File: config.mk
export PLATFORM = sky130hd
export DESIGN_NAME = mem_req_steer
export DESIGN_NICKNAME = d
export VERILOG_FILES = /design/src/hw/data_mem_pkg.sv /design/src/hw/mem_req_steer.sv
export VERILOG_INCLUDE_DIRS = /design/src /design/src/hw
export SDC_FILE = /design/constraint.sdc
export NUM_CORES = 1
export LEC_CHECK = 0
export CORE_ASPECT_RATIO = 1.5
export CORE_UTILIZATION = 59
export DETAILED_ROUTE_END_ITERATION = 10
export DONT_BUFFER_PORTS = 1
export PLACE_DENSITY = 0.82
export SYNTH_ARGS = -nofsm -noshare
export SYNTH_HDL_FRONTEND = slang
export SYNTH_SLANG_ARGS = --single-unit
File: constraint.sdc
create_clock -name vclk -period 5.7
set_clock_uncertainty 0.1 [all_clocks]
set_input_delay 0.855 -clock vclk [all_inputs]
set_output_delay 0.855 -clock vclk [all_outputs]
set_load 0.1 [all_outputs]
File: src/hw/data_mem_cfg.svh
`ifndef DATA_MEM_CFG_SVH
`define DATA_MEM_CFG_SVH

// Total memory size in bytes
`define MEM_BYTES 1024

// Byte lanes, one per byte of the data word
`define MEM_LANES 4

`define MEM_ROWS (`MEM_BYTES / `MEM_LANES)
`define MEM_ROW_W $clog2(`MEM_ROWS)

`define MEM_ADDR_W 32
`define MEM_DATA_W 32

`endif
File: src/hw/data_mem_pkg.sv
`default_nettype none

`include "data_mem_cfg.svh"

package data_mem_pkg;

	typedef enum logic {
		op_read  = 1'b0,
		op_write = 1'b1
	} mem_op_e;

	// Stores treat the unsigned sizes like the signed ones
	typedef enum logic [2:0] {
		size_b  = 3'd0,
		size_h  = 3'd1,
		size_w  = 3'd2,
		size_bu = 3'd3,
		size_hu = 3'd4
	} mem_size_e;

	typedef struct packed {
		mem_op_e                 op;
		mem_size_e               size;
		logic [`MEM_ADDR_W-1:0]  addr;
		logic [`MEM_DATA_W-1:0]  wdata;
	} mem_req_t;

	typedef struct packed {
		mem_op_e                 op;
		logic                    err;
		logic [`MEM_DATA_W-1:0]  rdata;
	} mem_rsp_t;

	// Command for one byte lane
	typedef struct packed {
		logic                    en;
		logic                    we;
		logic [`MEM_ROW_W-1:0]   row;
		logic [7:0]              wbyte;
	} lane_cmd_t;

	// What the formatter needs to rebuild the response
	typedef struct packed {
		mem_op_e                 op;
		mem_size_e               size;
		logic [1:0]              offs;
		logic                    err;
	} load_info_t;

endpackage

`default_nettype wire

File: src/hw/mem_req_steer.sv
`timescale 1ns/1ps
`default_nettype none

`include "data_mem_cfg.svh"

module mem_req_steer (
	input  logic                     clk,
	input  logic                     rst,
	input  logic                     req_valid,
	output logic                     req_ready,
	input  data_mem_pkg::mem_req_t   req,
	input  logic                     slot_free,
	output data_mem_pkg::lane_cmd_t  lane_cmd [`MEM_LANES],
	output logic                     accept,
	output data_mem_pkg::load_info_t info
);

	logic [2:0]             len;
	logic [`MEM_ADDR_W:0]   end_addr;
	logic                   err;
	logic [1:0]             start_lane;
	logic [`MEM_ROW_W-1:0]  start_row;
	logic [`MEM_ROW_W-1:0]  next_row;

	assign req_ready = slot_free;
	assign accept    = req_valid && slot_free;

	// Access length in bytes
	always_comb begin
		case (req.size)
			data_mem_pkg::size_b,
			data_mem_pkg::size_bu: len = 3'd1;
			data_mem_pkg::size_h,
			data_mem_pkg::size_hu: len = 3'd2;
			default:               len = 3'd4;
		endcase
	end

	// One extra bit so addresses near the top of the space cannot wrap
	assign end_addr = {1'b0, req.addr} + {{(`MEM_ADDR_W-2){1'b0}}, len};
	assign err      = end_addr > `MEM_BYTES;

	assign start_lane = req.addr[1:0];
	assign start_row  = req.addr[`MEM_ROW_W+1:2];
	assign next_row   = start_row + 1'b1;

	always_comb begin
		logic [1:0] offs;

		for (int k = 0; k < `MEM_LANES; k++) begin
			// Byte position within the access that lands on this lane
			offs = 2'(k) - start_lane;

			lane_cmd[k].en    = accept && !err && ({1'b0, offs} < len);
			lane_cmd[k].we    = req.op == data_mem_pkg::op_write;
			lane_cmd[k].row   = (2'(k) < start_lane) ? next_row : start_row;
			lane_cmd[k].wbyte = req.wdata[8*offs +: 8];
		end
	end

	assign info.op   = req.op;
	assign info.size = req.size;
	assign info.offs = start_lane;
	assign info.err  = err;

	// Requester must hold a stalled request unchanged
	a_req_stable: assert property (
		@(posedge clk) disable iff (rst)
		req_valid && !req_ready |=> req_valid && $stable(req)
	) else $error("request changed or withdrawn while stalled");

endmodule

`default_nettype wire

; ---- Word level (Yosys, flattened, before mapping)
; Cells that the tools add are included.
[totals]
register_bits = 0
in_bits = 72
output_inout_bits = 81
elab_cells = 37
[classes]
addsub = 6
magnitude_cmp = 9
eq_ne = 3
shifts = 4
n_mux = 5
n_reduce_logical = 10
[op_table]
columns = operator, count
row1 = variable part select 32 x 6 -> 8 bit, 4
row2 = adder 32 x 3 -> 33 bit, 1
row3 = "greater-than comparator 33 x 11 -> 1 bit, second input constant", 1
row4 = 2-to-1 mux 8 bit, 4
row5 = less-than comparator 2 x 3 -> 1 bit, 4
row6 = "adder 8 x 1 -> 8 bit, second input constant", 1
row7 = logical AND 1 bit, 6
row8 = case mux 3 bit (2 select lines), 1
row9 = "less-than comparator 1 x 2 -> 1 bit, first input constant", 2
row10 = "less-than comparator 2 bit, first input constant", 2
row11 = OR reduction 2 bit, 2
row12 = "subtractor 1 x 2 -> 2 bit, first input constant", 2
row13 = "subtractor 2 bit, first input constant", 2
row14 = "equality test 3 x 1 -> 1 bit, second input constant", 1
row15 = "equality test 3 x 2 -> 1 bit, second input constant", 1
row16 = "equality test 3 bit, second input constant", 1
row17 = logical NOT 3 bit, 1
row18 = logical NOT 1 bit, 1

; ---- Logic depth before layout (Yosys ltp)
; Gate-level depths: netlist of the first run.
[depth]
word_depth = 8
depth_mapped = 11
ltp_nobuf = 10

; ---- Least setup slack after synthesis of the first run
; OpenSTA, ideal clock, no wires.
[synth_path]
path_type = input-to-output
start = input req[65] in the netlist's numbering
end = output lane_cmd[17] in the netlist's numbering
arrival_ps = 6236
required_time_ps = 4745
slack_ps = -1491
path_stages = 10
n_path_buf = 0
path_cell_list = xor2_1 -> nor2_1 -> ha_1 -> fa_1 -> a21oi_1 -> or4_1 -> a221o_1 -> o41a_1 -> or4_4 -> nor4_1
[synth_rtl]
columns = element, line
row1 = start: declaration, mem_req_steer.sv:11  ; input data_mem_pkg::mem_req_t req,
row2 = end: declaration, mem_req_steer.sv:13  ; output data_mem_pkg::lane_cmd_t lane_cmd [`MEM_LANES],

==> out/results.tsv, run 1 <==
stage	metric	value	unit
placement	placer's final routability congestion estimate	0.893	
floorplanning	total I/O pin count	153	
yosys	register area share after synthesis	0	%
worst_setup_path	type of element launching the critical path	input port	
detailed_routing	met1 layer wirelength in the final routing	1920	um
clocking	post-CTS sizing	0	
outcome	outcome	finished, final reports clean	
placement	pre-CTS worst setup slack	387	ps
layout	clock buffers	0	
yosys	net count after synthesis	367	
timing	RSZ-0062 raised after global routing	no	
global_route	global router's overall resource usage	26.3	%
pwr	power per cell area	173	nW/um^2
layout	Storage cell area	0	um^2
yosys	post-synthesis share of cell area spent on full adders, half adders and majority gates	6.68	%
worst_setup_path	arrival time at the worst endpoint	4400	ps
detailed_routing	average vias per placed instance	7.22	
timing	worst-case setup margin in the final layout	348	ps
clocking	setup bufs post-CTS	0	
worst_setup_path	number of gates on the worst path with buffers counted	11	
layout	post-synthesis to final-layout area growth	10.3	%
worst_setup_path	worst-path cell with the longest stage delay	sky130_fd_sc_hd__or4_1	
pwr	Lkg Pwr	1.03	nW
job	Max Cap Violations	0	
detailed_routing	wire length on met2	3350	um
placement	Port Buffers	0	
yosys	area share of xor/xnor cells in the synthesized design	11.5	%
timing	pin slew with the least headroom to its limit	1180	ps
detailed_routing	total routed wirelength	6000	um
worst_setup_path	capturing element type of the critical path	primary output	
floorplanning	full die area	4260	um^2
yosys	mux share of post-synthesis cell area	33.6	%
global_route	largest net degree at the start of global routing	37	
detailed_routing	Initial DRT Pass Iterations	4	
worst_setup_path	Top delay family on crit path	simple AND/OR/NAND/NOR gates	
detailed_routing	wire length on met3	674	um
floorplanning	Die Span Y	79.5	um
clocking	total of hold buffers inserted after clock tree synthesis	0	
yosys	cell area after synthesis	2360	um^2
yosys	count of cell types in the netlist	49	
floorplanning	floorplan core area	3750	um^2
global_route	via count of the first global-routing pass	2083	
global_route	overflow left after global routing	0	
detailed_routing	post-detailed-route wirelength per cell	19.2	um
worst_setup_path	required time at the worst-slack endpoint	4740	ps
worst_setup_path	Crit path largest cell delay	550	ps
min_path	worst min-delay path class	in -> out	
global_route	antenna violations before repair	0	
worst_setup_path	most used cell, CP	sky130_fd_sc_hd__or4_1	
min_path	Hold Path Depth	0	
detailed_routing	DRC marker count from the first detailed-route iteration	47	
floorplanning	# rows	27	
layout	leading cell types in the layout, fill and taps excluded	32 x sky130_fd_sc_hd__mux4_2, 27 x sky130_fd_sc_hd__buf_4, 22 x sky130_fd_sc_hd__nand2_1, 20 x sky130_fd_sc_hd__nand3_1, 17 x sky130_fd_sc_hd__xnor2_2	
timing	worst slack on hold paths	1610	ps
global_route	wire length of the first global-routing pass	8690	um
yosys	largest family of logic cells by synthesized area	multiplexers	
timing	Achievable Freq	187	MHz
layout	leading cell type in the layout, fill and taps excluded	sky130_fd_sc_hd__mux4_2	
yosys	syn_area_per_cell	8.34	um^2
detailed_routing	drt drc	0	
worst_setup_path	CP Max Fanout	5	
pwr	VDD IR max	163	uV
timing	minimum clock period	5350	ps
worst_setup_path	list of cells traversed by the critical path	xor2_1 > nor2_1 > ha_1 > fa_1 > a21oi_1 > or4_1 > a221o_1 > o41a_1 > or4_4 > or4_1 > buf_4	
yosys	Compound-Gate Fraction of Synth Area	11.9	%
timing	Finish-stage setup viols	0	
yosys	Cells after Synth	283	
layout	nets@finish	356	
timing	final hold violation count	0	
detailed_routing	DR top layer	met4	
timing	final-report max-slew violation count	0	
detailed_routing	number of vias in the routed layout	2261	
layout	sequential cell count of the final layout	0	
timing	part of the cycle the worst path needs	93.9	%
floorplanning	Die Wd	53.7	um
worst_setup_path	classification of the worst setup path	in -> out	
detailed_routing	antenna-violating nets left	0	
timing	worst rel slew slack	20.9	%
worst_setup_path	buffering stage count on the worst path with inverters included	1	
yosys	Warnings, synthesis	0	
yosys	share of synthesized cell area in and, or, nand and nor gates	23.8	%
floorplanning	starting density of the core	63.0	%
layout	share of cells above drive strength 1	34.1	%
placement	half-perimeter wire length after placement	5010	um
layout	antenna diode count	0	
synthesized netlist by cell type (all sizes together), types with 9 or more instances:
cell | n | area share, %
xnor2 | 20 | 7.4
buf | 26 | 7.9
nand2 | 22 | 3.5
o21ai | 11 | 2.3
nand4 | 9 | 2.4
ha | 11 | 5.8
mux4 | 32 | 31
nand3 | 21 | 5.0
clkbuf | 14 | 2.2
nor2 | 16 | 2.5
inv | 15 | 2.4
xor2 | 11 | 4.1
cells by family (layout without fill, tap and decap cells):
| kind of cell | count (synthesis) | in the layout |
|---|---|---|
| AO/OA/AOI/OAI | 41 | 41 |
| XOR/XNOR | 31 | 31 |
| adder cells (fa/ha/maj) | 12 | 12 |
| buffers and inverters | 55 | 42 |
| multiplexers | 39 | 39 |
| AND/OR/NAND/NOR | 105 | 105 |
final cells by class:
class,instances,area (um^2)
tap,43,53.8
timing repair buffer,27,203
fill,301,1150
inverter,15,56.3
multi-input combinational,228,2290
layer usage:
metal / up-vias / global-route usage (%)
met3: 6 / 10.9
met4: 0 / 3.68
met1: 1094 / 22.1
met2: 123 / 53.9
met5: - / 0
li1: 1038 / -
path summary, 6_finish.rpt:
kind       to     from  slack, ps
max   info[0]  req[65]        350
min   info[3]  req[64]       1610
metrics by stage:
step	util [%]	TNS [ps]	area, um^2	std cells	total power [mW]
2_1_floorplan	-	-1370	2390	283	0.491
3_3_place_gp	69.4	0	2600	313	0.448
3_5_place_dp	69.4	0	2600	313	0.452
4_1_cts	69.4	0	2600	313	0.452
5_1_grt	69.4	0	2600	313	0.467
6_report	69.4	0	2600	313	0.451
where the power goes:
| group | internal (mW) | total, mW | switching (mW) |
|---|---|---|---|
| Combinational | 0.0946 | 0.451 | 0.357 |
| Sequential | 0 | 0 | 0 |
| Clock | 0 | 0 | 0 |
Power figures use the tool's default switching activity.
==> run 2, diff against run 1 <==
--- a/config.mk
+++ b/config.mk
@@ -11,6 +11,7 @@
 export DETAILED_ROUTE_END_ITERATION = 10
 export DONT_BUFFER_PORTS = 1
 export PLACE_DENSITY = 0.82
+export REMOVE_ABC_BUFFERS = 1
 export SYNTH_ARGS = -nofsm -noshare
 export SYNTH_HDL_FRONTEND = slang
 export SYNTH_SLANG_ARGS = --single-unit
==> out/results.tsv, run 2 (synthesis results as in run 1) <==
stage	metric	value	unit	change
worst_setup_path	beginning of the critical path	req[65]		
floorplanning	starting density of the core	63.0	%	unchanged
timing	pin slew with the least headroom to its limit	1170	ps	-10.7 ps
clocking	setup bufs post-CTS	0		unchanged
layout	Layout fillers	288		-4.3%
layout	antenna diode count	0		unchanged
worst_setup_path	arrival time at the worst endpoint	4330	ps	-70 ps
timing	worst rel slew slack	21.7	%	+0.72 points
pwr	power per cell area	171	nW/um^2	-1.3%
clocking	post-CTS sizing	0		unchanged
pwr	Lkg Pwr	0.973	nW	-5.2%
worst_setup_path	Crit path largest cell delay	540	ps	about the same
layout	Storage cell area	0	um^2	unchanged
worst_setup_path	buffering stage count on the worst path with inverters included	1		unchanged
timing	worst slack on hold paths	1610	ps	-0.190 ps
detailed_routing	DRC marker count from the first detailed-route iteration	40		-15%
worst_setup_path	classification of the worst setup path	in -> out		
outcome	outcome	finished, final reports clean		
layout	clock buffers	0		unchanged
global_route	wire length of the first global-routing pass	8510	um	-2.1%
detailed_routing	number of vias in the routed layout	2197		-2.8%
pwr	VDD IR max	159	uV	-2.4%
worst_setup_path	list of cells traversed by the critical path	xor2_1 > nor2_1 > ha_1 > fa_1 > a21oi_1 > or4_1 > a221o_1 > o41a_1 > or4_4 > or4_1 > buf_4		
timing	minimum clock period	5280	ps	-71.9 ps
timing	final-report max-slew violation count	0		unchanged
detailed_routing	post-detailed-route wirelength per cell	18.3	um	-4.5%
layout	leading cell type in the layout, fill and taps excluded	sky130_fd_sc_hd__mux4_2		
job	Max Cap Violations	0		unchanged
layout	utilization after layout	69.8	%	+0.33 points
placement	number of placed instances, taps included	310		-0.96%
floorplanning	# rows	27		unchanged
layout	share of cells above drive strength 1	33.3	%	-0.74 points
timing	Finish-stage setup viols	0		unchanged
timing	part of the cycle the worst path needs	92.6	%	-1.3 points
worst_setup_path	type of element launching the critical path	input port		
placement	half-perimeter wire length after placement	4770	um	-4.7%
placement	Port Buffers	0		unchanged
min_path	worst min-delay path class	in -> out		
detailed_routing	average vias per placed instance	7.09		-1.9%
timing	final hold violation count	0		unchanged
layout	leading cell types in the layout, fill and taps excluded	32 x sky130_fd_sc_hd__mux4_2, 22 x sky130_fd_sc_hd__nand2_1, 20 x sky130_fd_sc_hd__nand3_1, 20 x sky130_fd_sc_hd__buf_4, 17 x sky130_fd_sc_hd__xnor2_2		
detailed_routing	total routed wirelength	5680	um	-5.4%
detailed_routing	drt drc	0		unchanged
worst_setup_path	most used cell, CP	sky130_fd_sc_hd__or4_1		
worst_setup_path	number of gates on the worst path with buffers counted	11		unchanged
worst_setup_path	worst-path cell with the longest stage delay	sky130_fd_sc_hd__or4_1		
pwr	total chip power	0.448	mW	-0.83%
layout	nets@finish	353		-0.84%
floorplanning	full die area	4260	um^2	unchanged
placement	placer's final routability congestion estimate	0.783		-12%
global_route	largest net degree at the start of global routing	37		unchanged
floorplanning	total I/O pin count	153		unchanged
floorplanning	Die Wd	53.7	um	unchanged
global_route	antenna violations before repair	0		unchanged
detailed_routing	Initial DRT Pass Iterations	4		unchanged
worst_setup_path	Top delay family on crit path	simple AND/OR/NAND/NOR gates		
timing	RSZ-0062 raised after global routing	no		
worst_setup_path	capturing element type of the critical path	primary output		
global_route	global router's overall resource usage	25.3	%	-1.0 points
worst_setup_path	CP Max Fanout	5		unchanged
worst_setup_path	required time at the worst-slack endpoint	4740	ps	about the same
layout	post-synthesis to final-layout area growth	10.8	%	
timing	Achievable Freq	189	MHz	+1.4%
clocking	total of hold buffers inserted after clock tree synthesis	0		unchanged
global_route	overflow left after global routing	0		unchanged
floorplanning	Die Span Y	79.5	um	unchanged
layout	non-filler cells, final	310		-0.96%
detailed_routing	antenna-violating nets left	0		unchanged
floorplanning	floorplan core area	3750	um^2	unchanged
worst_setup_path	capturing instance or port of the critical path	info[0]		
layout	sequential cell count of the final layout	0		unchanged
global_route	via count of the first global-routing pass	2042		-2.0%
run 2: changes by cell type in the layout (fill, tap and decap cells not counted):
cell                        change
sky130_fd_sc_hd__nor4_4         -4
sky130_fd_sc_hd__nor4_2         +4
sky130_fd_sc_hd__clkbuf_16      +4
sky130_fd_sc_hd__buf_4          -7
run 2: power by group:
part	internal [mW]	switching, mW
logic	0.0933	0.354
clock network	0	0
registers	0	0
total	0.0933	0.354
run 2: worst min path at each step:
stage          startpoint          end  cells after the start
2_1_floorplan     req[32]      info[1]                      0
4_1_cts         slot_free    req_ready                      0
3_3_place_gp    slot_free    req_ready                      0
5_1_grt           req[35]  lane_cmd[9]                      0
3_5_place_dp    slot_free    req_ready                      0
6_report          req[35]  lane_cmd[9]                      0
run 2: area by class of cell:
| cell class | instances | area, um^2 | share of cell area [%] |
|---|---|---|---|
| inverter | 15 | 56.3 | 2.15 |
| multi-input combinational | 228 | 2260 | 86.2 |
| tap | 43 | 53.8 | 2.06 |
| timing repair buffer | 24 | 250 | 9.56 |
run 2: metrics by stage:
stage	TNS (ps)	setup slack (ps)	instance area, um^2
after floorplan	-5970	-1490	2120
after global placement	0	461	2620
after detailed placement	0	431	2620
after CTS	0	412	2620
after global routing	0	299	2620
final	0	420	2620
run 2: per-layer routing:
layer / GRT usage [%] / wire length (um)
met1: 24.1 / 1890
met2: 52.5 / 3300
met3: 5.90 / 459
met4: 1.84 / 28
met5: 0 / 0
